==> src/source/mm_pkg.sv <==
package mm_pkg;

  //////////////////////////////////////////////////
  // Sizes
  //////////////////////////////////////////////////
  localparam int MAT_MUL_SIZE = 8;
  localparam int DWIDTH       = 8;
  localparam int AWIDTH       = 10;
  localparam int STRIDE_WIDTH = 16;
  localparam int REG_DWIDTH   = 32;
  localparam int REG_AWIDTH   = 8;
  // Bits to index a lane, a row or a k step
  localparam int IDX_WIDTH    = $clog2(MAT_MUL_SIZE);

  typedef logic [DWIDTH-1:0]              elem_t;
  typedef logic [MAT_MUL_SIZE*DWIDTH-1:0] row_t;
  typedef logic [AWIDTH-1:0]              addr_t;
  typedef logic [STRIDE_WIDTH-1:0]        stride_t;
  typedef logic [MAT_MUL_SIZE-1:0]        lane_mask_t;
  typedef logic [REG_DWIDTH-1:0]          reg_data_t;
  typedef logic [REG_AWIDTH-1:0]          reg_addr_t;
  typedef logic [IDX_WIDTH-1:0]           idx_t;

  localparam idx_t IDX_LAST = idx_t'(MAT_MUL_SIZE - 1);

  //////////////////////////////////////////////////
  // APB register map
  //////////////////////////////////////////////////
  localparam reg_addr_t REG_CTRL_ADDR = 8'h04;
  localparam reg_addr_t REG_A_ADDR    = 8'h0E;
  localparam reg_addr_t REG_B_ADDR    = 8'h12;
  localparam reg_addr_t REG_C_ADDR    = 8'h16;
  localparam reg_addr_t REG_A_STRIDE  = 8'h28;
  localparam reg_addr_t REG_B_STRIDE  = 8'h32;
  localparam reg_addr_t REG_C_STRIDE  = 8'h03;

  // Host bank select codes
  localparam logic [7:0] BANK_A = 8'd0;
  localparam logic [7:0] BANK_B = 8'd1;
  localparam logic [7:0] BANK_C = 8'd2;

  localparam stride_t STRIDE_RESET = stride_t'(MAT_MUL_SIZE);

endpackage

==> src/source/apb_config_regs.sv <==
`timescale 1ns/1ps

module apb_config_regs (
  input  logic              clk,
  input  logic              PRESETn,
  input  logic              PSEL,
  input  logic              PENABLE,
  input  logic              PWRITE,
  input  mm_pkg::reg_addr_t PADDR,
  input  mm_pkg::reg_data_t PWDATA,
  output mm_pkg::reg_data_t PRDATA,
  output logic              PREADY,
  input  logic              busy,
  input  logic              done,
  output logic              start,
  output logic              clear_done,
  output mm_pkg::addr_t     base_a,
  output mm_pkg::addr_t     base_b,
  output mm_pkg::addr_t     base_c,
  output mm_pkg::stride_t   stride_a,
  output mm_pkg::stride_t   stride_b,
  output mm_pkg::stride_t   stride_c
);

  typedef enum logic [1:0] {
    APB_IDLE,
    APB_W_ENABLE,
    APB_R_ENABLE
  } apb_state_t;

  apb_state_t        state;
  mm_pkg::reg_data_t reg_dummy;
  mm_pkg::reg_data_t rd_mux;

  // Readback mux with narrow registers zero extended
  always_comb begin
    case (PADDR)
      mm_pkg::REG_CTRL_ADDR: rd_mux = {done, {(mm_pkg::REG_DWIDTH-2){1'b0}}, busy};
      mm_pkg::REG_A_ADDR:    rd_mux = mm_pkg::reg_data_t'(base_a);
      mm_pkg::REG_B_ADDR:    rd_mux = mm_pkg::reg_data_t'(base_b);
      mm_pkg::REG_C_ADDR:    rd_mux = mm_pkg::reg_data_t'(base_c);
      mm_pkg::REG_A_STRIDE:  rd_mux = mm_pkg::reg_data_t'(stride_a);
      mm_pkg::REG_B_STRIDE:  rd_mux = mm_pkg::reg_data_t'(stride_b);
      mm_pkg::REG_C_STRIDE:  rd_mux = mm_pkg::reg_data_t'(stride_c);
      default:               rd_mux = reg_dummy;
    endcase
  end

  //////////////////////////////////////////////////
  // APB slave FSM and register file
  //////////////////////////////////////////////////
  always_ff @(posedge clk) begin
    if (!PRESETn) begin
      state      <= APB_IDLE;
      PRDATA     <= '0;
      PREADY     <= 1'b0;
      start      <= 1'b0;
      clear_done <= 1'b0;
      base_a     <= '0;
      base_b     <= '0;
      base_c     <= '0;
      stride_a   <= mm_pkg::STRIDE_RESET;
      stride_b   <= mm_pkg::STRIDE_RESET;
      stride_c   <= mm_pkg::STRIDE_RESET;
      reg_dummy  <= '0;
    end else begin
      case (state)
        APB_IDLE: begin
          PRDATA <= '0;
          PREADY <= 1'b0;
          // Setup phase only
          if (PSEL && !PENABLE) begin
            state <= PWRITE ? APB_W_ENABLE : APB_R_ENABLE;
          end
        end
        APB_W_ENABLE: begin
          if (!PSEL) begin
            state <= APB_IDLE;
          end else if (PENABLE) begin
            case (PADDR)
              mm_pkg::REG_CTRL_ADDR: begin
                start      <= PWDATA[0];
                clear_done <= PWDATA[mm_pkg::REG_DWIDTH-1];
              end
              mm_pkg::REG_A_ADDR:   base_a   <= PWDATA[mm_pkg::AWIDTH-1:0];
              mm_pkg::REG_B_ADDR:   base_b   <= PWDATA[mm_pkg::AWIDTH-1:0];
              mm_pkg::REG_C_ADDR:   base_c   <= PWDATA[mm_pkg::AWIDTH-1:0];
              mm_pkg::REG_A_STRIDE: stride_a <= PWDATA[mm_pkg::STRIDE_WIDTH-1:0];
              mm_pkg::REG_B_STRIDE: stride_b <= PWDATA[mm_pkg::STRIDE_WIDTH-1:0];
              mm_pkg::REG_C_STRIDE: stride_c <= PWDATA[mm_pkg::STRIDE_WIDTH-1:0];
              default:              reg_dummy <= PWDATA;
            endcase
            PREADY <= 1'b1;
            state  <= APB_IDLE;
          end
        end
        APB_R_ENABLE: begin
          if (!PSEL) begin
            state <= APB_IDLE;
          end else if (PENABLE) begin
            PRDATA <= rd_mux;
            PREADY <= 1'b1;
            state  <= APB_IDLE;
          end
        end
        default: state <= APB_IDLE;
      endcase
    end
  end

  // One ready cycle per transfer
  a_pready_single: assert property (@(posedge clk) disable iff (!PRESETn)
    PREADY |=> !PREADY);

endmodule

==> config.mk <==
export PLATFORM = sky130hd
export DESIGN_NAME = apb_config_regs
export DESIGN_NICKNAME = d
export VERILOG_FILES = /design/src/source/mm_pkg.sv /design/src/source/apb_config_regs.sv
export SDC_FILE = /design/constraint.sdc
export NUM_CORES = 1
export LEC_CHECK = 0
export BUFFER_PORTS_ARGS = -buffer_cell sky130_fd_sc_hd__buf_2
export CORE_MARGIN = 4
export CORE_UTILIZATION = 53
export CTS_CLUSTER_SIZE = 20
export DETAILED_ROUTE_END_ITERATION = 12
export PLACE_DENSITY = 0.8
export SETUP_SLACK_MARGIN = 0.5
export SYNTH_ARGS = -nofsm -noshare
export SYNTH_HDL_FRONTEND = slang
export SYNTH_SLANG_ARGS = --single-unit
==> constraint.sdc <==
create_clock -name clk -period 2.3 [get_ports clk]
set_clock_uncertainty 0.2 [all_clocks]
set_input_delay 0.23 -clock clk [delete_from_list [all_inputs] [get_ports clk]]
set_output_delay 0.23 -clock clk [all_outputs]
set_load 0.03 [all_outputs]
==> flow_metrics.env <==
export IMPL_outcome="complete, no violations"
export IMPL_grt_first_pass_wirelength_um=31600
export IMPL_arrival_ps=1980
export IMPL_grt_pass1_vias=6127
export IMPL_antenna_found_initial=0
export IMPL_rr_worst_depth=8
export IMPL_holdPathStages=3
export IMPL_yosysWarnings=0
export IMPL_crit_path_end_kind="flop"
export IMPL_critPathKind="flop to flop"
export IMPL_slew_limit_headroom=0.442
export IMPL_regToRegEndpoint="base_a[1]"
export IMPL_synth_edf_count=0
export IMPL_viasPerCell=5.85
export IMPL_first_pass_iters=6
export IMPL_grt_start_max_net_pins=81
export IMPL_rsz0062_at_grt="true"
export IMPL_synth_top_flop_cell="dfxtp_1"
export IMPL_coreArea_sq_um=11400
export IMPL_cts_sinks=147
export IMPL_grtUsageTotal=0.303
export IMPL_initial_core_util=0.544
export IMPL_drtAntennaViolNets=0
export IMPL_cp_max_fo=6
export IMPL_final_nets=974
export IMPL_h_tree_depth=4
export IMPL_ys_types=51
export IMPL_hold_path_end="PRDATA[31]"
export IMPL_peakVddDrop_v=0.000672
export IMPL_leakagePower_nw=3.69
export IMPL_required_ps=2380
export IMPL_tightestPinTransition_ps=838
export IMPL_yosysSeqAreaShare=0.474
export IMPL_avgRoutedWirePerCell_um=19.6
export IMPL_startpoint_type="flop"
export IMPL_dr_total_vias=6314
export IMPL_final_common_cell="nand2_1"
export IMPL_max_freq_ghz=0.526
export IMPL_die_h_um=116
export IMPL_dieArea_sq_um=13500
export IMPL_hold_path_class="input pin to flop"
export IMPL_clk_pin_slew_ps=60
export IMPL_numCtsBuffers=17
export IMPL_multi_input_area_sq_um=3110
export IMPL_drv_cap=0
export IMPL_syn_avg_cell_area_sq_um=8.63
export IMPL_final_cell_mix="190 x nand2_1, 158 x buf_2, 145 x dfxtp_1, 66 x mux2i_1, 49 x a21oi_1"
export IMPL_grt_ovfl_total=0
export IMPL_holdCritStartpoint="PENABLE"
export IMPL_drc=0
export IMPL_hold_violations=0
export IMPL_rows=39
export IMPL_synthCells=719
export IMPL_syn_nets=770
export IMPL_regArea_sq_um=2950
export IMPL_syn_to_final_growth_pct=39.0
export IMPL_portBuffers=159
export IMPL_cts_root_buffer="clkbuf_16"
export IMPL_drt_initial_drc_count=766
export IMPL_clock_latency_ps=420
export IMPL_clock_path_buffers=2
export IMPL_period_needed_ps=1900
export IMPL_r2r_slack_ps=400
export IMPL_final_cell_area_sq_um=8630
export IMPL_setup_viol=0
export IMPL_synth_async_reset_ratio=0
export IMPL_slew_viol_final=0
export IMPL_die_w_um=116
export IMPL_hpwl_um=13400
export IMPL_period_share=0.827
export IMPL_io_pins=160
export IMPL_fin_util=0.756
export IMPL_fillers=771
export IMPL_p_per_area_nw_per_um2=701
export IMPL_place_congestion=0.928
export IMPL_drt_wl_total_um=21100
export IMPL_cts_tree="yes"
export IMPL_drive_above_1_share=0.290
export IMPL_ys_seq_elements=147
export IMPL_syn_area_sq_um=6210
export IMPL_placed_cell_area_sq_um=7180
export IMPL_worstReg2RegStart="state[1]"
how the worst max path moves through the flow:
stage             start         end  slack, ps  depth (start not counted)
3_3_place_gp   PADDR[6]  PRDATA[19]        120                          6
3_5_place_dp   state[0]  PRDATA[11]        -40                          6
6_report       state[1]   base_a[1]        400                          8
4_1_cts        state[1]   base_a[1]        440                          8
2_1_floorplan  PADDR[6]  PRDATA[21]        260                          8
5_1_grt        state[1]   base_a[1]        300                          8
registers in the layout, indices dropped and copies added, names as in the netlist:
| register | count |
|---|---|
| PRDATA | 32 |
| PREADY | 1 |
| base_a | 10 |
| base_b | 10 |
| base_c | 10 |
| clear_done | 1 |
| reg_dummy | 32 |
| start | 1 |
| state | 2 |
| stride_a | 16 |
| stride_b | 16 |
| stride_c | 16 |
critical path, stage by stage (launching register included):
cell	delay [ps]
dfxtp_2	330
inv_2	80
ha_4	140
nand3_4	110
nor3_4	170
nand4_1	230
buf_6	220
mux2i_1	200
nor2_1	70
report_power, final:
| part | internal, mW | switching [mW] |
|---|---|---|
| sequential | 2.55 | 0.00608 |
| combinational | 0.138 | 0.205 |
| clock | 2.09 | 1.05 |
| total | 4.78 | 1.27 |
logic make-up (layout without fill, tap and decap cells):
logic type               after synthesis  in the layout  synth area share
buffers and inverters                 76            292            0.0530
other                                  0              1                 0
multiplexers                          74             74             0.120
adder cells (fa/ha/maj)                4              4           0.00806
AO/OA/AOI/OAI                        135            135             0.151
AND/OR/NAND/NOR                      283            284             0.195
flip-flops                           147            147             0.474
what timing repair did:
| action | 4_1_cts | 5_1_grt |
|---|---|---|
| hold buffers | 35 | 0 |
| buffers inserted | 11 | 3 |
| hold endpoints to repair | 111 | 0 |
| gates cloned | 4 | 4 |
| pin swaps | 4 | 3 |
| gates resized for setup | 27 | 35 |
| setup endpoints to repair | 123 | 124 |
routing by layer:
layer | up-vias | wire (um) | GRT usage
li1 | 2878 | - | -
met1 | 3000 | 8230 | 0.373
met2 | 364 | 10000 | 0.495
met3 | 72 | 2080 | 0.0855
met4 | 0 | 774 | 0.135
met5 | - | 0 | 0
metrics by stage:
step	setup TNS, ps	hold slack (ps)	instances	total power [mW]	setup slack, ps
floorplan	0	154	719	2.77	264
global placement	0	242	990	2.86	116
detailed placement	-294	249	990	2.87	-43.7
CTS	0	21.1	1072	6.02	443
global route	0	80.8	1079	6.21	301
finish	0	60.4	1080	6.05	398
layout make-up:
class,count,share of cell area
antenna,1,0.000290
clock buffer,23,0.0542
timing repair buffer,239,0.190
clock inverter,9,0.0232
tap,143,0.0207
sequential,147,0.342
inverter,21,0.00913
multi-input combinational,497,0.361
Yosys cell counts, types with 3 or more instances:
cell type / number / area, sq um
nand2_1: 190 / 713
dfxtp_1: 147 / 2940
mux2i_1: 73 / 731
a21oi_1: 50 / 250
nor2_1: 46 / 173
clkbuf_1: 33 / 124
a22o_1: 22 / 193
inv_1: 20 / 75.1
a22oi_1: 16 / 120
o221ai_1: 16 / 140
buf_2: 13 / 65.1
o21ai_0: 11 / 55.1
nand3_1: 9 / 45.0
a221oi_1: 6 / 52.6
and3_1: 6 / 37.5
nand2b_1: 6 / 37.5
buf_4: 5 / 37.5
nor2b_1: 5 / 31.3
ha_1: 4 / 50.1
nor3_1: 3 / 15.0
nor3b_1: 3 / 22.5
(Power assumes the default switching activity.)
