## config.mk

```make
export PLATFORM = sky130hd
export DESIGN_NAME = matmul_ctrl
export DESIGN_NICKNAME = d
export VERILOG_FILES = /design/src/source/matmul_ctrl.sv
export SDC_FILE = /design/constraint.sdc
export NUM_CORES = 1
export LEC_CHECK = 0
export ABC_AREA = 1
export BUFFER_PORTS_ARGS = -buffer_cell sky130_fd_sc_hd__clkbuf_2
export CORE_AREA = 2 2 39 41
export DETAILED_ROUTE_END_ITERATION = 12
export DIE_AREA = 0 0 41 43
export HOLD_SLACK_MARGIN = 0.02
export SYNTH_ARGS = -nofsm -noshare
export SYNTH_HDL_FRONTEND = slang
export SYNTH_SLANG_ARGS = --single-unit
```

## constraint.sdc

```tcl
create_clock -name clk -period 1 [get_ports clk]
set_input_delay 0.15 -clock clk [delete_from_list [all_inputs] [get_ports clk]]
set_output_delay 0.15 -clock clk [all_outputs]
set_load 0.02 [all_outputs]
```

## src/source/matmul_ctrl.sv

```systemverilog
`timescale 1ns/1ps

module matmul_ctrl (
  input  logic clk,
  input  logic PRESETn,
  input  logic start,
  input  logic clear_done,
  input  logic done_pulse,
  output logic busy,
  output logic done
);

  typedef enum logic [1:0] {
    ST_IDLE,
    ST_LAUNCH,
    ST_BUSY,
    ST_DONE
  } ctrl_state_t;

  ctrl_state_t state;

  //////////////////////////////////////////////////
  // Run control
  //////////////////////////////////////////////////
  always_ff @(posedge clk) begin
    if (!PRESETn) begin
      state <= ST_IDLE;
      busy  <= 1'b0;
      done  <= 1'b0;
    end else begin
      case (state)
        ST_IDLE: begin
          if (start) begin
            state <= ST_LAUNCH;
          end
        end
        ST_LAUNCH: begin
          state <= ST_BUSY;
          busy  <= 1'b1;
        end
        ST_BUSY: begin
          // Sequencer signals the last C row is written
          if (done_pulse) begin
            state <= ST_DONE;
            busy  <= 1'b0;
            done  <= 1'b1;
          end
        end
        ST_DONE: begin
          if (clear_done) begin
            state <= ST_IDLE;
            done  <= 1'b0;
          end
        end
        default: state <= ST_IDLE;
      endcase
    end
  end

  a_busy_done_excl: assert property (@(posedge clk) disable iff (!PRESETn)
    !(busy && done));

endmodule

```

==> out/qor.csv, run 1 <==
metric,value,unit
area_growth,55.7,%
leakagePower,0.224,nW
avgSynthCellArea,6.85,µm²
design.core.area,0.00138,mm²
critPathMaxFanout,4,
die_x,41,µm
peakVddDrop,0.000806,V
drive_above_1_share,46.2,%
min_from,PRESETn,
grt_pass1_vias,261,
drt_iter0_drc,1,
syn_nets,53,
final_cell_mix,"nand2_1, nor2_1, inv_1, clkbuf_2",
antenna_found_initial,0,
grtUsageTotal,8.53,%
reg2reg_slack,-40,ps
finalSetupViolations,3,
cts.clk_slew.worst_paths,40,ps
syn_inst,42,
start_util,20.8,%
required,1120,ps
cts_made_buffers,3,
relSlewSlack,90.7,%
setup_ws,-36.1,ps
clk_latency,230,ps
drtAntennaViolNets,0,
max_cap_violations,0,
dieArea,0.00176,mm²
synth.distinct_cells,10,
end_kind,flop,
die_h,43,µm
clock.fmax,965,MHz
r2r_start,state[1],
via_per_inst,4.03,
startpoint_type,flop,
tns,-92.1,ps
grt_max_degree,5,
grt-ovfl-total,0,
drc,0,
nNetsFinal,65,
crit_type,reg2reg,
finish.instance_area,448,µm²
cts_sinks,4,
cts_root_buf,clkbuf_4,
yosys_warnings,0,
vias,274,
drt-total-wl,563,µm
cp.arrival,1160,ps
tightest_slew,138,ps
num_antenna_cells,0,
clockBufferDepth,2,
io_pins,7,
hold_viol,0,
synth.area.top_cells,"dfxtp_1, ha_1, nand2_1",
cts_tree,built,
rsz0062_at_grt,yes,
period_minus_slack,1040,ps
finalMaxSlewViolations,0,
synth_top_cell_by_area,dfxtp_1,
h-tree-depth,1,
seq_area_frac_synth,27.8,%
fp-row-count,14,
r2r_end,state[0],
hpwlAfterDp,383,µm
hold_depth,3,
drt_pre_antenna_iters,3,
syn_area,288,µm²
synth_top_area_share,27.8,%
worstHoldPathType,in2reg,
holdPathEnd,state[1],
power,1.31,mW
violations,setup timing,
finClkSkew,0.794,ps
period_share,104,%
outcome,"complete, but fails checks",
placed_area,360,µm²
post_cts_buffers,0,
power_density,2920,mW/mm²
reg2reg_depth,5,
wl_per_cell,8.28,µm
synth_seq_cells,4,
placement.io_buffers,6,
place_congestion,0.707,
grt_pass1_wl,959,µm
[registers in the layout, summed over array words and instances (netlist names)]
signal,cells
done,1
state,2
busy,1
[layout make-up]
cell class,count,area [µm²]
flip-flops and latches,4,87.6
multi-input cells,29,239
inverters,9,41.3
well taps,16,20.0
repair buffers,7,37.5
clock buffers,3,22.5
fillers,161,936
[worst max path at each step]
| stage | startpoint | endpoint | slack [ps] | depth (start not counted) |
|---|---|---|---|---|
| 3_5_place_dp | state[0] | state[0] | -60 | 6 |
| 4_1_cts | state[0] | state[1] | -30 | 5 |
| 5_1_grt | state[0] | state[0] | -90 | 7 |
| 6_report | state[1] | state[0] | -40 | 5 |
| 2_1_floorplan | state[0] | state[0] | 5 | 5 |
| 3_3_place_gp | state[0] | state[0] | -60 | 6 |
[per-stage QoR]
| stage | hold slack [ps] | utilization, % | worst slack, ps | std cells |
|---|---|---|---|---|
| after floorplan | 263 | - | 5.07 | 42 |
| after global placement | 405 | 26.0 | -59.6 | 65 |
| after detailed placement | 401 | 26.0 | -55.7 | 65 |
| after CTS | 158 | 30.7 | -33.4 | 68 |
| after global routing | 186 | 32.4 | -89.8 | 68 |
| final | 161 | 32.4 | -36.1 | 68 |
[worst max-delay path, stage by stage, from the launching register on]
cell and delay, ps:
dfxtp_4 380, inv_4 60, ha_4 150, or2_0 210
nor2_1 90, nor2_1 50
[layer usage]
metal	track usage [%]	vias to the layer above	routed length, µm
met5	0	-	0
met4	4.00	0	0
met3	6.28	0	20
met2	13.4	5	297
met1	7.69	126	245
li1	-	143	-
[what timing repair did]
| action | in CTS | in global routing |
|---|---|---|
| gates cloned | 0 | 0 |
| hold buffers | 0 | 0 |
| setup endpoints to repair | 3 | 3 |
| pin swaps | 6 | 5 |
| resized for setup | 11 | 6 |
[logic make-up (layout without fill, tap and decap cells)]
| group | count (synthesis) | after routing | share of synthesized area [%] |
|---|---|---|---|
| compound gates | 2 | 2 | 3.47 |
| fa+ha+maj | 6 | 6 | 26.1 |
| buf+inv | 9 | 19 | 11.7 |
| flops | 4 | 4 | 27.8 |
| simple gates | 21 | 21 | 30.9 |
[power by group]
group	switching (mW)	internal [mW]	total [mW]
Combinational	0.414	0.334	0.748
Sequential	0.103	0.263	0.366
Clock	0.0619	0.134	0.196
[synthesized netlist by cell type (all sizes together)]
library cell	number
nand3	2
ha	6
or2	1
dfxtp	4
a21oi	1
o21ai	1
nand2	11
nor2	7
inv	9
No activity file was read; power rests on OpenSTA's default activity.
==> run 2, diff against run 1 <==
--- a/config.mk
+++ b/config.mk
@@ -11,6 +11,7 @@
 export DETAILED_ROUTE_END_ITERATION = 12
 export DIE_AREA = 0 0 41 43
 export HOLD_SLACK_MARGIN = 0.02
+export SLEW_MARGIN = 20
 export SYNTH_ARGS = -nofsm -noshare
 export SYNTH_HDL_FRONTEND = slang
 export SYNTH_SLANG_ARGS = --single-unit
==> constraint.sdc (replaced) <==
create_clock -name clk -period 1.3 [get_ports clk]
set_input_delay 0.195 -clock clk [delete_from_list [all_inputs] [get_ports clk]]
set_output_delay 0.195 -clock clk [all_outputs]
set_load 0.02 [all_outputs]
==> out/qor.csv, run 2 (synthesis gave the netlist of run 1 again) <==
metric,value,unit,change
grt_pass1_vias,237,,-9.2%
drc,0,,unchanged
p_sw_share,43.6,%,-0.63 points
min_from,PRESETn,,
placement.io_buffers,6,,unchanged
finish.instance_area,362,µm²,-19%
die_h,43,µm,unchanged
finClkSkew,6.32,ps,+5.53 ps
die_x,41,µm,unchanged
grtUsageTotal,8.34,%,-0.18 points
relSlewSlack,88.4,%,-2.3 points
worstHoldPathType,in2reg,,
post_cts_buffers,0,,unchanged
cts_sinks,4,,unchanged
place_congestion,0.667,,-5.6%
cts.clk_slew.worst_paths,40,ps,about the same
clockBufferDepth,2,,unchanged
drt-total-wl,508,µm,-9.8%
tightest_slew,172,ps,+33.8 ps
required,1470,ps,+350 ps
post-route-util,26.1,%,-6.2 points
cp_common_cell,nand2_1,,
mostFrequentLayoutCell,nand2_1,,
drt_pre_antenna_iters,3,,unchanged
outcome,finished clean,,
seq_power_share,30.1,%,+2.2 points
path_cells,inv_1 > ha_1 > nand2_1 > nand3_2 > nand2_1 > nand2_1 > nor2_1,,
setup_ws,140,ps,+176 ps
finalMaxSlewViolations,0,,unchanged
critPathBufInv,1,,unchanged
io_pins,7,,unchanged
startpoint_type,flop,,
num_antenna_cells,0,,unchanged
grt_pass1_wl,917,µm,-4.4%
nNetsFinal,64,,-1.5%
r2r_start,state[0],,
crit_type,reg2reg,,
placed_area,338,µm²,-6.3%
hpwlAfterDp,404,µm,+5.4%
clk_latency,240,ps,about the same
grt-ovfl-total,0,,unchanged
h-tree-depth,1,,unchanged
power_density,2150,mW/mm²,-26%
critPathTopFamily,simple AND/OR/NAND/NOR gates,,
reg2reg_depth,7,,+2
start_util,20.8,%,unchanged
end_kind,flop,,
largest_register,state,,
drtAntennaViolNets,0,,unchanged
seqCellArea,81.3,µm²,-7.1%
vias,246,,-10%
clock.fmax,862,MHz,-11%
finalSetupViolations,0,,-3
r2r_end,state[0],,
dieArea,0.00176,mm²,unchanged
cp.arrival,1330,ps,+170 ps
crit_path_top_delay_cell,dfxtp_2,,
design.core.area,0.00138,mm²,unchanged
drt_iter0_drc,3,,+2
max_cap_violations,0,,unchanged
power.share.clock,20.2,%,+5.2 points
leakagePower,0.205,nW,-8.1%
hold_depth,3,,unchanged
cts_tree,built,,
multiInputGateArea,174,µm²,-27%
cts_root_buf,clkbuf_4,,
power,0.777,mW,-41%
cp_slowest_stage_delay,350,ps,-30 ps
cts_made_buffers,3,,unchanged
final_cell_mix,"nand2_1, inv_1, nor2_1, ha_1, clkbuf_2",,
internal_power,0.439,mW,-40%
grt_max_degree,5,,unchanged
rsz0062_at_grt,no,,
fillerInstances,155,,-3.7%
tns,0,ps,+92.1 ps
power.net_switching,0.339,mW,-41%
hold_viol,0,,unchanged
area_growth,25.7,%,
holdPathEnd,state[0],,
reg2reg_slack,140,ps,+180 ps
cts_hold_buf,0,,unchanged
peakVddDrop,0.000926,V,+15%
period_minus_slack,1160,ps,+124 ps
fp-row-count,14,,unchanged
combPwrFrac,49.7,%,-7.4 points
critPathMaxFanout,4,,unchanged
period_share,89.2,%,-14 points
place_ws,90.2,ps,+146 ps
via_per_inst,3.67,,-8.9%
largestRegisters,"state x2, busy x1, done x1",,
critPathLaunch,state[0],,
largest_reg_flops,2,,unchanged
wl_per_cell,7.58,µm,-8.4%
antenna_found_initial,0,,unchanged
drive_above_1_share,21.6,%,-25 points
## run 2: cell types whose count changed in the layout (fill, tap and decap cells not counted), sizes merged
| cell | delta |
|---|---|
| buf | -1 |
## run 2: stage by stage
step           cells  hold slack (ps)
6_report          67              207
4_1_cts           67              204
2_1_floorplan     42              315
5_1_grt           67              211
3_3_place_gp      64              454
3_5_place_dp      64              458
## run 2: worst max-delay path by stage
stage / end / cells past startpoint
floorplan: state[0] / 5
global placement: state[1] / 6
detailed placement: state[1] / 6
CTS: state[1] / 6
global route: state[1] / 6
finish: state[0] / 7
## run 2: metal layers
layer | up-vias | share of wire [%] | wire length (µm) | track usage (%)
li1 | 142 | - | - | -
met3 | 3 | 7.1 | 36 | 6.28
met1 | 94 | 52 | 263 | 10.0
met4 | 0 | 2.2 | 11 | 6.00
met5 | - | 0 | 0 | 0
met2 | 7 | 39 | 197 | 9.69
## run 2: power by group through the flow
stage	Sequential (mW)	Clock [mW]	Combinational (mW)
after floorplan	0.255	0	0.272
after global placement	0.227	0	0.387
after detailed placement	0.234	0	0.389
after CTS	0.232	0.164	0.389
after global routing	0.250	0.169	0.462
final	0.234	0.157	0.386
## run 2: what timing repair did
item | CTS | global route
endpoints found under the setup margin | 0 | 3
gates resized for setup | 0 | 1
hold endpoints to repair | 0 | 0
## run 2: area by class of cell
class | instances | area share (%)
inverter | 9 | 9.34
timing repair buffer | 6 | 8.30
tap | 16 | 5.54
multi-input combinational | 29 | 48.1
sequential | 4 | 22.5
clock buffer | 3 | 6.23
## run 2: worst reg2reg max path, stage by stage (launching register included)
cell     delay [ps]
dfxtp_2         350
inv_1            90
ha_1            230
nand2_1         120
nand3_2         110
nand2_1          80
nand2_1          40
nor2_1           80
==> run 3, diff against run 2 <==
--- a/config.mk
+++ b/config.mk
@@ -8,10 +8,13 @@
 export ABC_AREA = 1
 export BUFFER_PORTS_ARGS = -buffer_cell sky130_fd_sc_hd__clkbuf_2
 export CORE_AREA = 2 2 39 41
+export CTS_BUF_LIST = sky130_fd_sc_hd__clkbuf_4 sky130_fd_sc_hd__clkbuf_8
 export DETAILED_ROUTE_END_ITERATION = 12
 export DIE_AREA = 0 0 41 43
 export HOLD_SLACK_MARGIN = 0.02
+export SETUP_SLACK_MARGIN = 0.4
 export SLEW_MARGIN = 20
 export SYNTH_ARGS = -nofsm -noshare
 export SYNTH_HDL_FRONTEND = slang
 export SYNTH_SLANG_ARGS = --single-unit
+export TNS_END_PERCENT = 5
==> out/qor.csv, run 3 (synthesis gave the netlist of run 1 again) <==
metric,value,unit,change
cts_tree,built,,
io_pins,7,,unchanged
wl_per_cell,7.51,µm,-0.98%
end_kind,flop,,
holdPathEnd,state[1],,
drt_pre_antenna_iters,1,,-2
nNetsFinal,64,,unchanged
final_cell_mix,"nand2_1, inv_1, nor2_1, clkbuf_2",,
seqCellArea,87.6,µm²,+7.7%
design.core.area,0.00138,mm²,unchanged
outcome,finished clean,,
h-tree-depth,1,,unchanged
grt_pass1_wl,848,µm,-7.5%
post-route-util,29.5,%,+3.3 points
grtUsageTotal,7.41,%,-0.93 points
rsz0062_at_grt,yes,,
reg2reg_slack,260,ps,+120 ps
cts_root_buf,clkbuf_4,,
mostFrequentLayoutCell,nand2_1,,
peakVddDrop,0.000827,V,-11%
antenna_found_initial,0,,unchanged
drc,0,,unchanged
start_util,20.8,%,unchanged
drive_above_1_share,39.2,%,+18 points
die_h,43,µm,unchanged
placement.io_buffers,6,,unchanged
area_growth,41.7,%,
clockBufferDepth,2,,unchanged
drt_iter0_drc,0,,-3
tns,0,ps,unchanged
die_x,41,µm,unchanged
num_antenna_cells,0,,unchanged
vias,265,,+7.7%
drtAntennaViolNets,0,,unchanged
min_from,PRESETn,,
clock.fmax,964,MHz,+12%
worstHoldPathType,in2reg,,
power,0.870,mW,+12%
largest_reg_flops,2,,unchanged
r2r_end,state[0],,
cts_made_buffers,3,,unchanged
place_congestion,0.700,,+4.9%
reg2reg_depth,5,,-2
grt_max_degree,5,,unchanged
finClkSkew,0.291,ps,-6.03 ps
relSlewSlack,90.9,%,+2.4 points
r2r_start,state[0],,
largest_register,state,,
leakagePower,0.209,nW,+1.5%
required,1420,ps,-50 ps
power_density,2130,mW/mm²,-0.72%
critPathMaxFanout,4,,unchanged
hold_depth,3,,unchanged
finalSetupViolations,0,,unchanged
clk_latency,230,ps,about the same
hpwlAfterDp,395,µm,-2.3%
post_cts_buffers,0,,unchanged
hold_viol,0,,unchanged
cts.clk_slew.worst_paths,40,ps,about the same
startpoint_type,flop,,
cp.arrival,1160,ps,-170 ps
cts_sinks,4,,unchanged
multiInputGateArea,209,µm²,+20%
grt-ovfl-total,0,,unchanged
finalMaxSlewViolations,0,,unchanged
fillerInstances,156,,+0.65%
period_share,79.8,%,-9.4 points
drt-total-wl,503,µm,-0.98%
fp-row-count,14,,unchanged
crit_type,reg2reg,,
cts_hold_buf,0,,unchanged
period_minus_slack,1040,ps,-122 ps
dieArea,0.00176,mm²,unchanged
tightest_slew,136,ps,-36.3 ps
via_per_inst,3.96,,+7.7%
largestRegisters,"state x2, busy x1, done x1",,
max_cap_violations,0,,unchanged
grt_pass1_vias,234,,-1.3%
==> run 3: cell counts in the layout (fill, tap and decap cells not counted) <==
Identical to the previous run, type by type.
==> run 3: layout make-up <==
type                       instances  area share (%)
timing repair buffer               6            7.36
clock buffer                       3            5.52
multi-input combinational         29            51.2
sequential                         4            21.5
inverter                           9            9.51
tap                               16            4.91
==> run 3: worst max path at each step <==
stage	startpoint	end	slack [ps]
2_1_floorplan	state[0]	state[0]	320
3_3_place_gp	state[1]	state[0]	240
3_5_place_dp	state[1]	state[0]	230
4_1_cts	state[0]	state[0]	270
5_1_grt	state[0]	state[0]	200
6_report	state[0]	state[0]	260
==> run 3: worst max-delay path, cell delays in order (launching register included) <==
cell and delay [ps]:
dfxtp_4 360, inv_4 50, ha_4 160, or2_0 220
nor2_1 90, nor2_1 50
==> run 3: repair_timing <==
action                                  CTS  global route
endpoints found under the setup margin    6             6
resized for setup                         5             3
pin swaps                                 3             1
==> run 3: metal layers <==
metal	up-vias	wire length (µm)	global-route usage, %
met5	-	0	0
met4	0	0	2.00
met3	0	34	6.28
met2	7	249	11.3
met1	116	218	7.35
li1	142	-	-
==> run 3: power breakdown <==
group / internal [mW] / leakage (nW) / switching, mW
Sequential: 0.202 / 0.0343 / 0.0737
Clock: 0.103 / 0.0138 / 0.0489
Combinational: 0.182 / 0.160 / 0.261
Total: 0.487 / 0.209 / 0.383
==> run 3: per-stage QoR <==
stage	instances	area [µm²]	hold slack, ps	setup WS [ps]
5_1_grt	67	408	213	196
4_1_cts	67	393	201	270
3_3_place_gp	64	358	449	244
6_report	67	408	201	262
3_5_place_dp	64	358	451	231
2_1_floorplan	42	308	308	317
