<file path="src/source/mm_pkg.sv">
package mm_pkg;

  //////////////////////////////////////////////////
  // Sizes
  //////////////////////////////////////////////////
  localparam int MAT_MUL_SIZE = 8;
  localparam int DWIDTH       = 8;
  localparam int AWIDTH       = 10;
  localparam int STRIDE_WIDTH = 16;
  localparam int REG_DWIDTH   = 32;
  localparam int REG_AWIDTH   = 8;
  // Bits to index a lane, a row or a k step
  localparam int IDX_WIDTH    = $clog2(MAT_MUL_SIZE);

  typedef logic [DWIDTH-1:0]              elem_t;
  typedef logic [MAT_MUL_SIZE*DWIDTH-1:0] row_t;
  typedef logic [AWIDTH-1:0]              addr_t;
  typedef logic [STRIDE_WIDTH-1:0]        stride_t;
  typedef logic [MAT_MUL_SIZE-1:0]        lane_mask_t;
  typedef logic [REG_DWIDTH-1:0]          reg_data_t;
  typedef logic [REG_AWIDTH-1:0]          reg_addr_t;
  typedef logic [IDX_WIDTH-1:0]           idx_t;

  localparam idx_t IDX_LAST = idx_t'(MAT_MUL_SIZE - 1);

  //////////////////////////////////////////////////
  // APB register map
  //////////////////////////////////////////////////
  localparam reg_addr_t REG_CTRL_ADDR = 8'h04;
  localparam reg_addr_t REG_A_ADDR    = 8'h0E;
  localparam reg_addr_t REG_B_ADDR    = 8'h12;
  localparam reg_addr_t REG_C_ADDR    = 8'h16;
  localparam reg_addr_t REG_A_STRIDE  = 8'h28;
  localparam reg_addr_t REG_B_STRIDE  = 8'h32;
  localparam reg_addr_t REG_C_STRIDE  = 8'h03;

  // Host bank select codes
  localparam logic [7:0] BANK_A = 8'd0;
  localparam logic [7:0] BANK_B = 8'd1;
  localparam logic [7:0] BANK_C = 8'd2;

  localparam stride_t STRIDE_RESET = stride_t'(MAT_MUL_SIZE);

endpackage

</file>
<file path="src/source/operand_sequencer.sv">
`timescale 1ns/1ps

module operand_sequencer (
  input  logic               clk,
  input  logic               PRESETn,
  input  logic               busy,
  input  mm_pkg::addr_t      base_a,
  input  mm_pkg::addr_t      base_b,
  input  mm_pkg::addr_t      base_c,
  input  mm_pkg::stride_t    stride_a,
  input  mm_pkg::stride_t    stride_b,
  input  mm_pkg::stride_t    stride_c,
  output mm_pkg::addr_t      a_addr,
  output mm_pkg::addr_t      b_addr,
  output mm_pkg::addr_t      c_addr,
  output mm_pkg::idx_t       k_sel,
  output logic               acc_first,
  output logic               acc_en,
  output mm_pkg::lane_mask_t c_we,
  output logic               done_pulse
);

  mm_pkg::idx_t row_cnt;
  mm_pkg::idx_t k_cnt;
  logic         issued_all;
  logic         issue;
  logic         k_last;
  logic         row_last;
  // Data phase and write phase pipeline
  logic         row_end_q;
  logic         wr_q;
  mm_pkg::idx_t row_q;
  mm_pkg::idx_t row_q2;

  assign issue    = busy && !issued_all;
  assign k_last   = (k_cnt == mm_pkg::IDX_LAST);
  assign row_last = (row_cnt == mm_pkg::IDX_LAST);

  // Strided addresses wrap to the memory size
  assign a_addr = mm_pkg::addr_t'(base_a + row_cnt * stride_a);
  assign b_addr = mm_pkg::addr_t'(base_b + k_cnt * stride_b);
  assign c_addr = mm_pkg::addr_t'(base_c + row_q2 * stride_c);
  assign c_we   = {mm_pkg::MAT_MUL_SIZE{wr_q}};

  //////////////////////////////////////////////////
  // Row and k counters
  //////////////////////////////////////////////////
  always_ff @(posedge clk) begin
    if (!PRESETn || !busy) begin
      row_cnt    <= '0;
      k_cnt      <= '0;
      issued_all <= 1'b0;
    end else if (issue) begin
      k_cnt <= k_cnt + mm_pkg::idx_t'(1);
      if (k_last) begin
        row_cnt <= row_cnt + mm_pkg::idx_t'(1);
        if (row_last) begin
          issued_all <= 1'b1;
        end
      end
    end
  end

  // Strobes follow the read data by one cycle, the C write by two
  always_ff @(posedge clk) begin
    if (!PRESETn) begin
      acc_en     <= 1'b0;
      acc_first  <= 1'b0;
      row_end_q  <= 1'b0;
      wr_q       <= 1'b0;
      done_pulse <= 1'b0;
    end else begin
      acc_en     <= issue;
      acc_first  <= issue && (k_cnt == '0);
      row_end_q  <= issue && k_last;
      wr_q       <= row_end_q;
      done_pulse <= wr_q && (row_q2 == mm_pkg::IDX_LAST);
    end
  end

  always_ff @(posedge clk) begin
    k_sel  <= k_cnt;
    row_q  <= row_cnt;
    row_q2 <= row_q;
  end

  a_cwe_in_run: assert property (@(posedge clk) disable iff (!PRESETn)
    (c_we != '0) |-> busy);

endmodule

</file>
<file path="config.mk">
export PLATFORM = sky130hd
export DESIGN_NAME = operand_sequencer
export DESIGN_NICKNAME = d
export VERILOG_FILES = /design/src/source/mm_pkg.sv /design/src/source/operand_sequencer.sv
export SDC_FILE = /design/constraint.sdc
export NUM_CORES = 1
export LEC_CHECK = 0
export ABC_CLOCK_PERIOD_IN_PS = 5400
export BUFFER_PORTS_ARGS = -buffer_cell sky130_fd_sc_hd__buf_2
export CORE_ASPECT_RATIO = 0.75
export CORE_UTILIZATION = 35
export DETAILED_ROUTE_END_ITERATION = 8
export PLACE_DENSITY = 0.61
export SLEW_MARGIN = 20
export SYNTH_ARGS = -nofsm -noshare
export SYNTH_HDL_FRONTEND = slang
export SYNTH_SLANG_ARGS = --single-unit
</file>
<file path="constraint.sdc">
create_clock -name clk -period 5.4 [get_ports clk]
set_input_delay 0.54 -clock clk [delete_from_list [all_inputs] [get_ports clk]]
set_output_delay 0.54 -clock clk [all_outputs]
set_load 0.02 [all_outputs]
</file>
==> impl_metrics.yaml, run 1 <==
clock_tree:
  hold_buffers: 0
  clockBufferDepth: 2
  numCtsBuffers: 3
  tritoncts: "yes"
  cts.sinks: 21
  ctsRootBufferMaster: "clkbuf_16"
  htreeDepth: 1
  post_cts_resized: 0
  cts_setup_buffers: 0
  clkTransAtPathRegs_ps: 60
  insertion_delay_ps: 250
final_layout:
  final_layout_size_suffix_gt1_share_pct: 22.2
  layout-area-overhead-vs-synth_pct: 19.6
  design_area_mm2: 0.00418
  final_cell_count_no_fill: 642
  nets: 675
  diodes: 0
synth:
  synth.distinct_cells: 23
  synth_fp_nets: 580
  ys_warn_count: 0
  syn-instance-count: 416
  synth_area_leaders: "fa_1 (26%), ha_1 (14%), dfxtp_1 (12%)"
  yosys_register_bits: 21
  synth_top_cell_by_area: "fa_1"
  synth_edf_count: 0
  synth_ff_type: "dfxtp_1"
  avgSynthCellArea_um2: 8.40
  synth_common_cells: "inv_1 (96), and2_1 (52), fa_1 (45)"
  yosysTopAreaCellShare_pct: 25.8
  synthMostInstantiatedCell: "inv_1"
  yosysSeqAreaShare_pct: 12.0
  syn-cell-area_mm2: 0.00349
  async_flop_share_pct: 0
route:
  ant_nets: 0
  drc_errors: 0
  dr.pass1.iters: 4
  viasPerCell: 4.27
  wirelength_mm: 6.47
  vias: 2744
  drt_iter0_markers: 54
  wl_per_cell_um: 10.1
global_route:
  grt_pass1_wl_mm: 11.6
  antenna_found_initial: 0
  grt.total_usage_pct: 13.4
  grt_max_degree: 15
  grt_pass1_vias: 2683
  overflow: 0
setup_path:
  critPathLaunchType: "register"
  path_max_fanout: 12
  critical_path_class: "register to output port"
  slowest_stage: "dfxtp_1"
  r2r_end: "row_cnt[2]$_SDFFE_PP0P_"
  startpoint: "k_cnt[2]$_SDFFE_PP0P_"
  cp_common_cell: "fa_1"
  crit_chain: "nand2_1 -> fa_1 -> inv_1 -> fa_1 -> inv_1 -> fa_1 -> nor2b_1 -> o21ai_1 -> nor3b_1 -> o31ai_2 -> xnor2_1 -> buf_2"
  reg2reg_setup_slack_ps: 3660
  r2r_start: "k_cnt[0]$_SDFFE_PP0P_"
  slowest_delay_ps: 570
  required_ps: 4860
  end_kind: "output port"
  crit_arrival_ps: 3600
  r2r_cells: 5
timing:
  rsz0062_at_grt: "no"
  fin_crit_sh_pct: 76.7
  setup_viol: 0
  maxSlewHeadroom_pct: 67.2
  finalSetupTns_ps: 0
  hold_violations: 0
  skew_ps: 1.64
  drv_slew: 0
  fmax_ghz: 0.241
  worst-slew-pin-transition_ps: 491
  period_needed_ps: 4140
  holdWs_ps: 325
floorplan:
  die_area_mm2: 0.0104
  floorplan.initialDensity_pct: 36.0
  num_rows: 31
  io_pins: 125
  die_x_um: 117
  core_mm2: 0.00970
  die_h_um: 88.5
placed_design:
  dp_hpwl_mm: 5.83
  placed_cell_area_mm2: 0.00410
  dp_cells: 638
  gp_congestion: 0.807
  io_buffer_count: 106
worst_hold_path:
  hold_depth: 0
  worstHoldStart: "row_q[0]$_DFF_P_"
  min_to: "row_q2[0]$_DFF_P_"
  hold_path_class: "register to register"
outcome:
  status: "complete, no violations"
power:
  leakage_nw: 2.18
  p_per_area_mw_per_mm2: 116
  peakVddDrop_mv: 0.115
job:
  maxCapViolations: 0
-- cells in the final DEF (no fill, tap or decap), types with 8 or more instances in the layout --
cell and n:
a21oi_1 13, and2_1 52, buf_2 106, dfxtp_1 21
fa_1 45, ha_1 38, inv_1 96, nand2_1 32
nor2_1 18, nor2b_1 8, o21ai_0 9, xnor2_1 25
xor2_1 13
-- layer usage --
metal	track usage, %	share of wire (%)	vias to the layer above
li1	-	-	1426
met2	23.7	47	47
met3	1.68	3.1	4
met4	1.89	0.39	0
met1	17.9	50	1267
met5	0	0	-
-- cells by family (layout without fill, tap and decap cells) --
| family | after synthesis | count (layout) | share of synthesized area, % |
|---|---|---|---|
| fa+ha+maj | 83 | 83 | 39.4 |
| mux | 4 | 4 | 1.15 |
| simple gates | 115 | 115 | 17.1 |
| flops | 21 | 21 | 12.0 |
| buf+inv | 112 | 206 | 12.9 |
| compound gates | 43 | 43 | 7.88 |
| xor+xnor | 38 | 38 | 9.52 |
-- area by class of cell --
cell class | instances | area (µm²)
clock buffers | 3 | 75.1
clock inverters | 1 | 5.00
fillers | 1010 | 5520
inverters | 96 | 360
multi-input cells | 283 | 2620
flip-flops and latches | 21 | 420
well taps | 132 | 165
repair buffers | 106 | 531
-- sequential cells by signal, indices dropped and copies added (netlist names) --
register / cells
acc_first: 1
k_sel: 3
row_end_q: 1
row_cnt: 3
k_cnt: 3
wr_q: 1
row_q: 3
row_q2: 3
acc_en: 1
done_pulse: 1
issued_all: 1
-- metrics by stage --
step | total power [mW] | setup slack [ps] | util (%)
floorplan | 0.273 | 1700 | -
global placement | 0.332 | 1430 | 42.3
detailed placement | 0.335 | 1450 | 42.3
CTS | 0.492 | 1200 | 43.1
global route | 0.520 | 899 | 43.1
finish | 0.484 | 1260 | 43.1
-- worst max-delay path by stage --
stage / cells after the start / to / slack, ps
floorplan: 11 / b_addr[9] / 1700
global placement: 13 / b_addr[9] / 1430
detailed placement: 13 / b_addr[7] / 1450
CTS: 12 / b_addr[9] / 1200
global route: 12 / b_addr[9] / 900
finish: 12 / b_addr[9] / 1260
-- where the power goes --
group	switching, mW	internal (mW)	leakage [nW]
sequential	0.00305	0.157	0.170
combinational	0.0973	0.0718	1.97
clock	0.0556	0.0993	0.0409
-- critical path, delay by kind of cell, from the launching register on --
family	cells	cell delay (ps)
AO/OA/AOI/OAI	2	350
buffers and inverters	3	280
XOR/XNOR	1	130
adder cells (fa/ha/maj)	3	1530
AND/OR/NAND/NOR	3	480
flip-flops	1	570
Power figures use the tool's default switching activity.
==> run 2: changes to the inputs <==
ABC_CLOCK_PERIOD_IN_PS = 4100   (was 5400)
clock period = 4.1 ns   (was 5.4 ns; I/O delays follow)
==> impl_metrics.yaml, run 2 (synthesized netlist as in run 1, its figures left out) <==
outcome:
  status: "complete, no violations"
timing:
  worst-slew-pin-transition_ps: 407
  maxSlewHeadroom_pct: 72.8
  drv_slew: 0
  fin_crit_sh_pct: 93.6
  rsz0062_at_grt: "no"
  setup_viol: 0
  skew_ps: 5.66
  fmax_ghz: 0.260
  holdWs_ps: 324
  hold_violations: 0
  layout_setup_ws_ps: 261
  finalSetupTns_ps: 0
  period_needed_ps: 3840
placed_design:
  io_buffer_count: 106
  place_ws_ps: 430
  dp_hpwl_mm: 5.86
  gp_congestion: 0.794
floorplan:
  die_h_um: 88.5
  num_rows: 31
  io_pins: 125
  die_area_mm2: 0.0104
  die_x_um: 117
  floorplan.initialDensity_pct: 36.0
  core_mm2: 0.00970
setup_path:
  startpoint: "row_q2[0]$_DFF_P_"
  r2r_start: "k_cnt[0]$_SDFFE_PP0P_"
  critical_path_class: "register to output port"
  crit_arrival_ps: 3430
  required_ps: 3690
  end_kind: "output port"
  path_max_fanout: 11
  critPathLaunchType: "register"
global_route:
  grt_pass1_vias: 2639
  grt_pass1_wl_mm: 11.4
  antenna_found_initial: 0
  grt.total_usage_pct: 13.1
  grt_max_degree: 13
  overflow: 0
clock_tree:
  insertion_delay_ps: 250
  numCtsBuffers: 3
  htreeDepth: 1
  clockBufferDepth: 2
  clkTransAtPathRegs_ps: 50
  hold_buffers: 0
  ctsRootBufferMaster: "clkbuf_16"
  tritoncts: "yes"
  cts.sinks: 21
final_layout:
  layout-area-overhead-vs-synth_pct: 21.0
  final_common_cell: "buf_2"
  diodes: 0
  nets: 681
  final_layout_size_suffix_gt1_share_pct: 23.4
  fillCellCount: 1015
  layout_common_cells: "buf_2 (106), inv_1 (96), and2_1 (52)"
  utilization_pct: 43.6
route:
  dr.pass1.iters: 4
  viasPerCell: 4.27
  wirelength_mm: 6.45
  ant_nets: 0
  wl_per_cell_um: 9.95
  drt_iter0_markers: 76
  drc_errors: 0
  vias: 2764
power:
  p_per_area_mw_per_mm2: 151
  leakage_nw: 2.21
  peakVddDrop_mv: 0.143
  power_uw: 637
job:
  maxCapViolations: 0
worst_hold_path:
  worstHoldStart: "row_q[0]$_DFF_P_"
  hold_path_class: "register to register"
-- run 2: changes by cell type in the layout (fill, tap and decap cells not counted) --
cell	change
buf_4	+6
dfxtp_1	-2
dfxtp_2	+2
-- run 2: power breakdown --
part / switching, mW / internal, mW / leakage [nW]
registers: 0.00155 / 0.207 / 0.171
clock network: 0.0711 / 0.131 / 0.0409
logic: 0.131 / 0.0959 / 2.00
-- run 2: critical path, cell delays in order (launching register included) --
cell and delay (ps):
dfxtp_1 510, nand2_1 120, fa_1 500, inv_1 50, fa_1 520, inv_1 60, fa_1 450, nor2b_1 130
o21ai_1 80, nor3b_1 170, o31ai_2 260, xnor2_1 140, buf_2 180
-- run 2: area by class of cell --
class | count | area, µm² | share of cell area, %
clock inverter | 1 | 5.00 | 0.118
multi-input combinational | 283 | 2620 | 62.1
inverter | 96 | 360 | 8.52
sequential | 21 | 423 | 10.0
timing repair buffer | 112 | 576 | 13.6
clock buffer | 3 | 75.1 | 1.78
tap | 132 | 165 | 3.91
-- run 2: path summary, 6_finish.rpt --
path         cells after the start                 endpoint  slack, ps
max                             12                c_addr[9]        260
max reg2reg                      6  row_cnt[1]$_SDFFE_PP0P_       2450
min                              0        row_q2[0]$_DFF_P_        320
min reg2reg                      0        row_q2[0]$_DFF_P_        320
-- run 2: layer usage --
metal,track usage [%],wire length (µm),vias up
met1,17.8,3150,1270
met3,1.61,242,0
met5,0,0,-
met2,23.5,3060,54
met4,0.708,0,0
li1,-,-,1440
-- run 2: through the flow --
step | instances | cell area (µm²)
2_1_floorplan | 416 | 3490
3_5_place_dp | 644 | 4150
6_report | 648 | 4230
3_3_place_gp | 644 | 4150
5_1_grt | 648 | 4230
4_1_cts | 648 | 4230
-- run 2: timing repair --
item	4_1_cts	5_1_grt
setup buffers	0	0
resized for setup	0	2
setup endpoints to repair	0	1
==> run 3: changes to the inputs <==
RECOVER_POWER = 50   (was default)
==> impl_metrics.yaml, run 3 (synthesized netlist as in run 1, its figures left out) <==
setup_path:
  required_ps: 3690
  r2r_cells: 6
  r2r_start: "k_cnt[0]$_SDFFE_PP0P_"
  path_max_fanout: 11
  critPathLaunchType: "register"
  end_kind: "output port"
  crit_arrival_ps: 3430
  critical_path_class: "register to output port"
  reg2reg_setup_slack_ps: 2450
  r2r_end: "row_cnt[1]$_SDFFE_PP0P_"
timing:
  worst-slew-pin-transition_ps: 407
  fin_crit_sh_pct: 93.6
  skew_ps: 5.51
  maxSlewHeadroom_pct: 72.8
  hold_violations: 0
  finalSetupTns_ps: 0
  fmax_ghz: 0.260
  period_needed_ps: 3840
  holdWs_ps: 324
  setup_viol: 0
  drv_slew: 0
  rsz0062_at_grt: "no"
  layout_setup_ws_ps: 261
clock_tree:
  insertion_delay_ps: 250
  clkTransAtPathRegs_ps: 50
  numCtsBuffers: 3
  post_cts_resized: 0
  tritoncts: "yes"
  hold_buffers: 0
  ctsRootBufferMaster: "clkbuf_16"
  cts_setup_buffers: 0
  clockBufferDepth: 2
  htreeDepth: 1
  cts.sinks: 21
route:
  vias: 2764
  dr.pass1.iters: 4
  ant_nets: 0
  wirelength_mm: 6.45
  drc_errors: 0
  drt_iter0_markers: 74
  wl_per_cell_um: 9.96
  viasPerCell: 4.27
placed_design:
  io_buffer_count: 106
  dp_cells: 644
  gp_congestion: 0.794
  place_ws_ps: 430
  dp_hpwl_mm: 5.86
final_layout:
  regArea_um2: 423
  final_layout_size_suffix_gt1_share_pct: 20.2
  final_cell_count_no_fill: 648
  multi_input_area_mm2: 0.00262
  layout-area-overhead-vs-synth_pct: 20.2
  diodes: 0
  fillCellCount: 1026
  layout_common_cells: "inv_1 (96), buf_2 (91), and2_1 (52)"
  final_common_cell: "inv_1"
  nets: 681
worst_hold_path:
  hold_depth: 0
  hold_path_class: "register to register"
  worstHoldStart: "row_q[0]$_DFF_P_"
  min_to: "row_q2[0]$_DFF_P_"
power:
  p_per_area_mw_per_mm2: 152
  leakage_nw: 2.14
  peakVddDrop_mv: 0.143
global_route:
  grt.total_usage_pct: 13.1
  grt_pass1_wl_mm: 11.4
  busiest_layer: "met2"
  grt_util_met1_pct: 17.8
  grt_use_met3_pct: 1.61
  antenna_found_initial: 0
  overflow: 0
  met2_usage_pct: 23.5
  grt_pass1_vias: 2639
  grt_max_degree: 13
job:
  maxCapViolations: 0
floorplan:
  num_rows: 31
  die_x_um: 117
  die_h_um: 88.5
  core_mm2: 0.00970
  die_area_mm2: 0.0104
  io_pins: 125
  floorplan.initialDensity_pct: 36.0
outcome:
  status: "complete, no violations"
==> run 3: per-stage QoR <==
step	util, %	area, µm²	total power [mW]
after detailed placement	42.7	4150	0.443
after global routing	43.3	4200	0.683
after floorplan	-	3490	0.360
after global placement	42.7	4150	0.439
final	43.3	4200	0.637
after CTS	43.6	4230	0.645
==> run 3: cell type report <==
cell class                      count  area share (%)
Tap cell                          132            3.93
Clock inverter                      1           0.119
Sequential cell                    21            10.1
Multi-Input combinational cell    283            62.4
Inverter                           96            8.58
Clock buffer                        3            1.79
Timing Repair Buffer              112            13.1
==> run 3: worst max-delay path by stage <==
stage,from,to,slack (ps),depth (start not counted)
2_1_floorplan,k_cnt[2]$_SDFFE_PP0P_,b_addr[7],560,12
3_3_place_gp,stride_b[1],b_addr[9],390,13
5_1_grt,row_q2[0]$_DFF_P_,c_addr[9],9,12
3_5_place_dp,stride_c[1],c_addr[9],430,13
6_report,row_q2[0]$_DFF_P_,c_addr[9],260,12
4_1_cts,row_q2[2]$_DFF_P_,c_addr[9],190,12
==> run 3: routing by layer <==
layer | part of all wire, % | up-vias
li1 | - | 1439
met1 | 49 | 1271
met2 | 47 | 54
met3 | 3.7 | 0
met4 | 0 | 0
met5 | 0 | -
==> run 3: power breakdown <==
part	total, mW	internal, mW	switching, mW
clock	0.202	0.131	0.0714
sequential	0.209	0.207	0.00162
combinational	0.226	0.0952	0.131
total	0.637	0.433	0.204
==> run 3: worst max-delay path: stages (launching register included) <==
cell	delay (ps)
dfxtp_1	510
nand2_1	120
fa_1	500
inv_1	50
fa_1	520
inv_1	60
fa_1	450
nor2b_1	130
o21ai_1	80
nor3b_1	170
o31ai_2	260
xnor2_1	140
buf_2	180
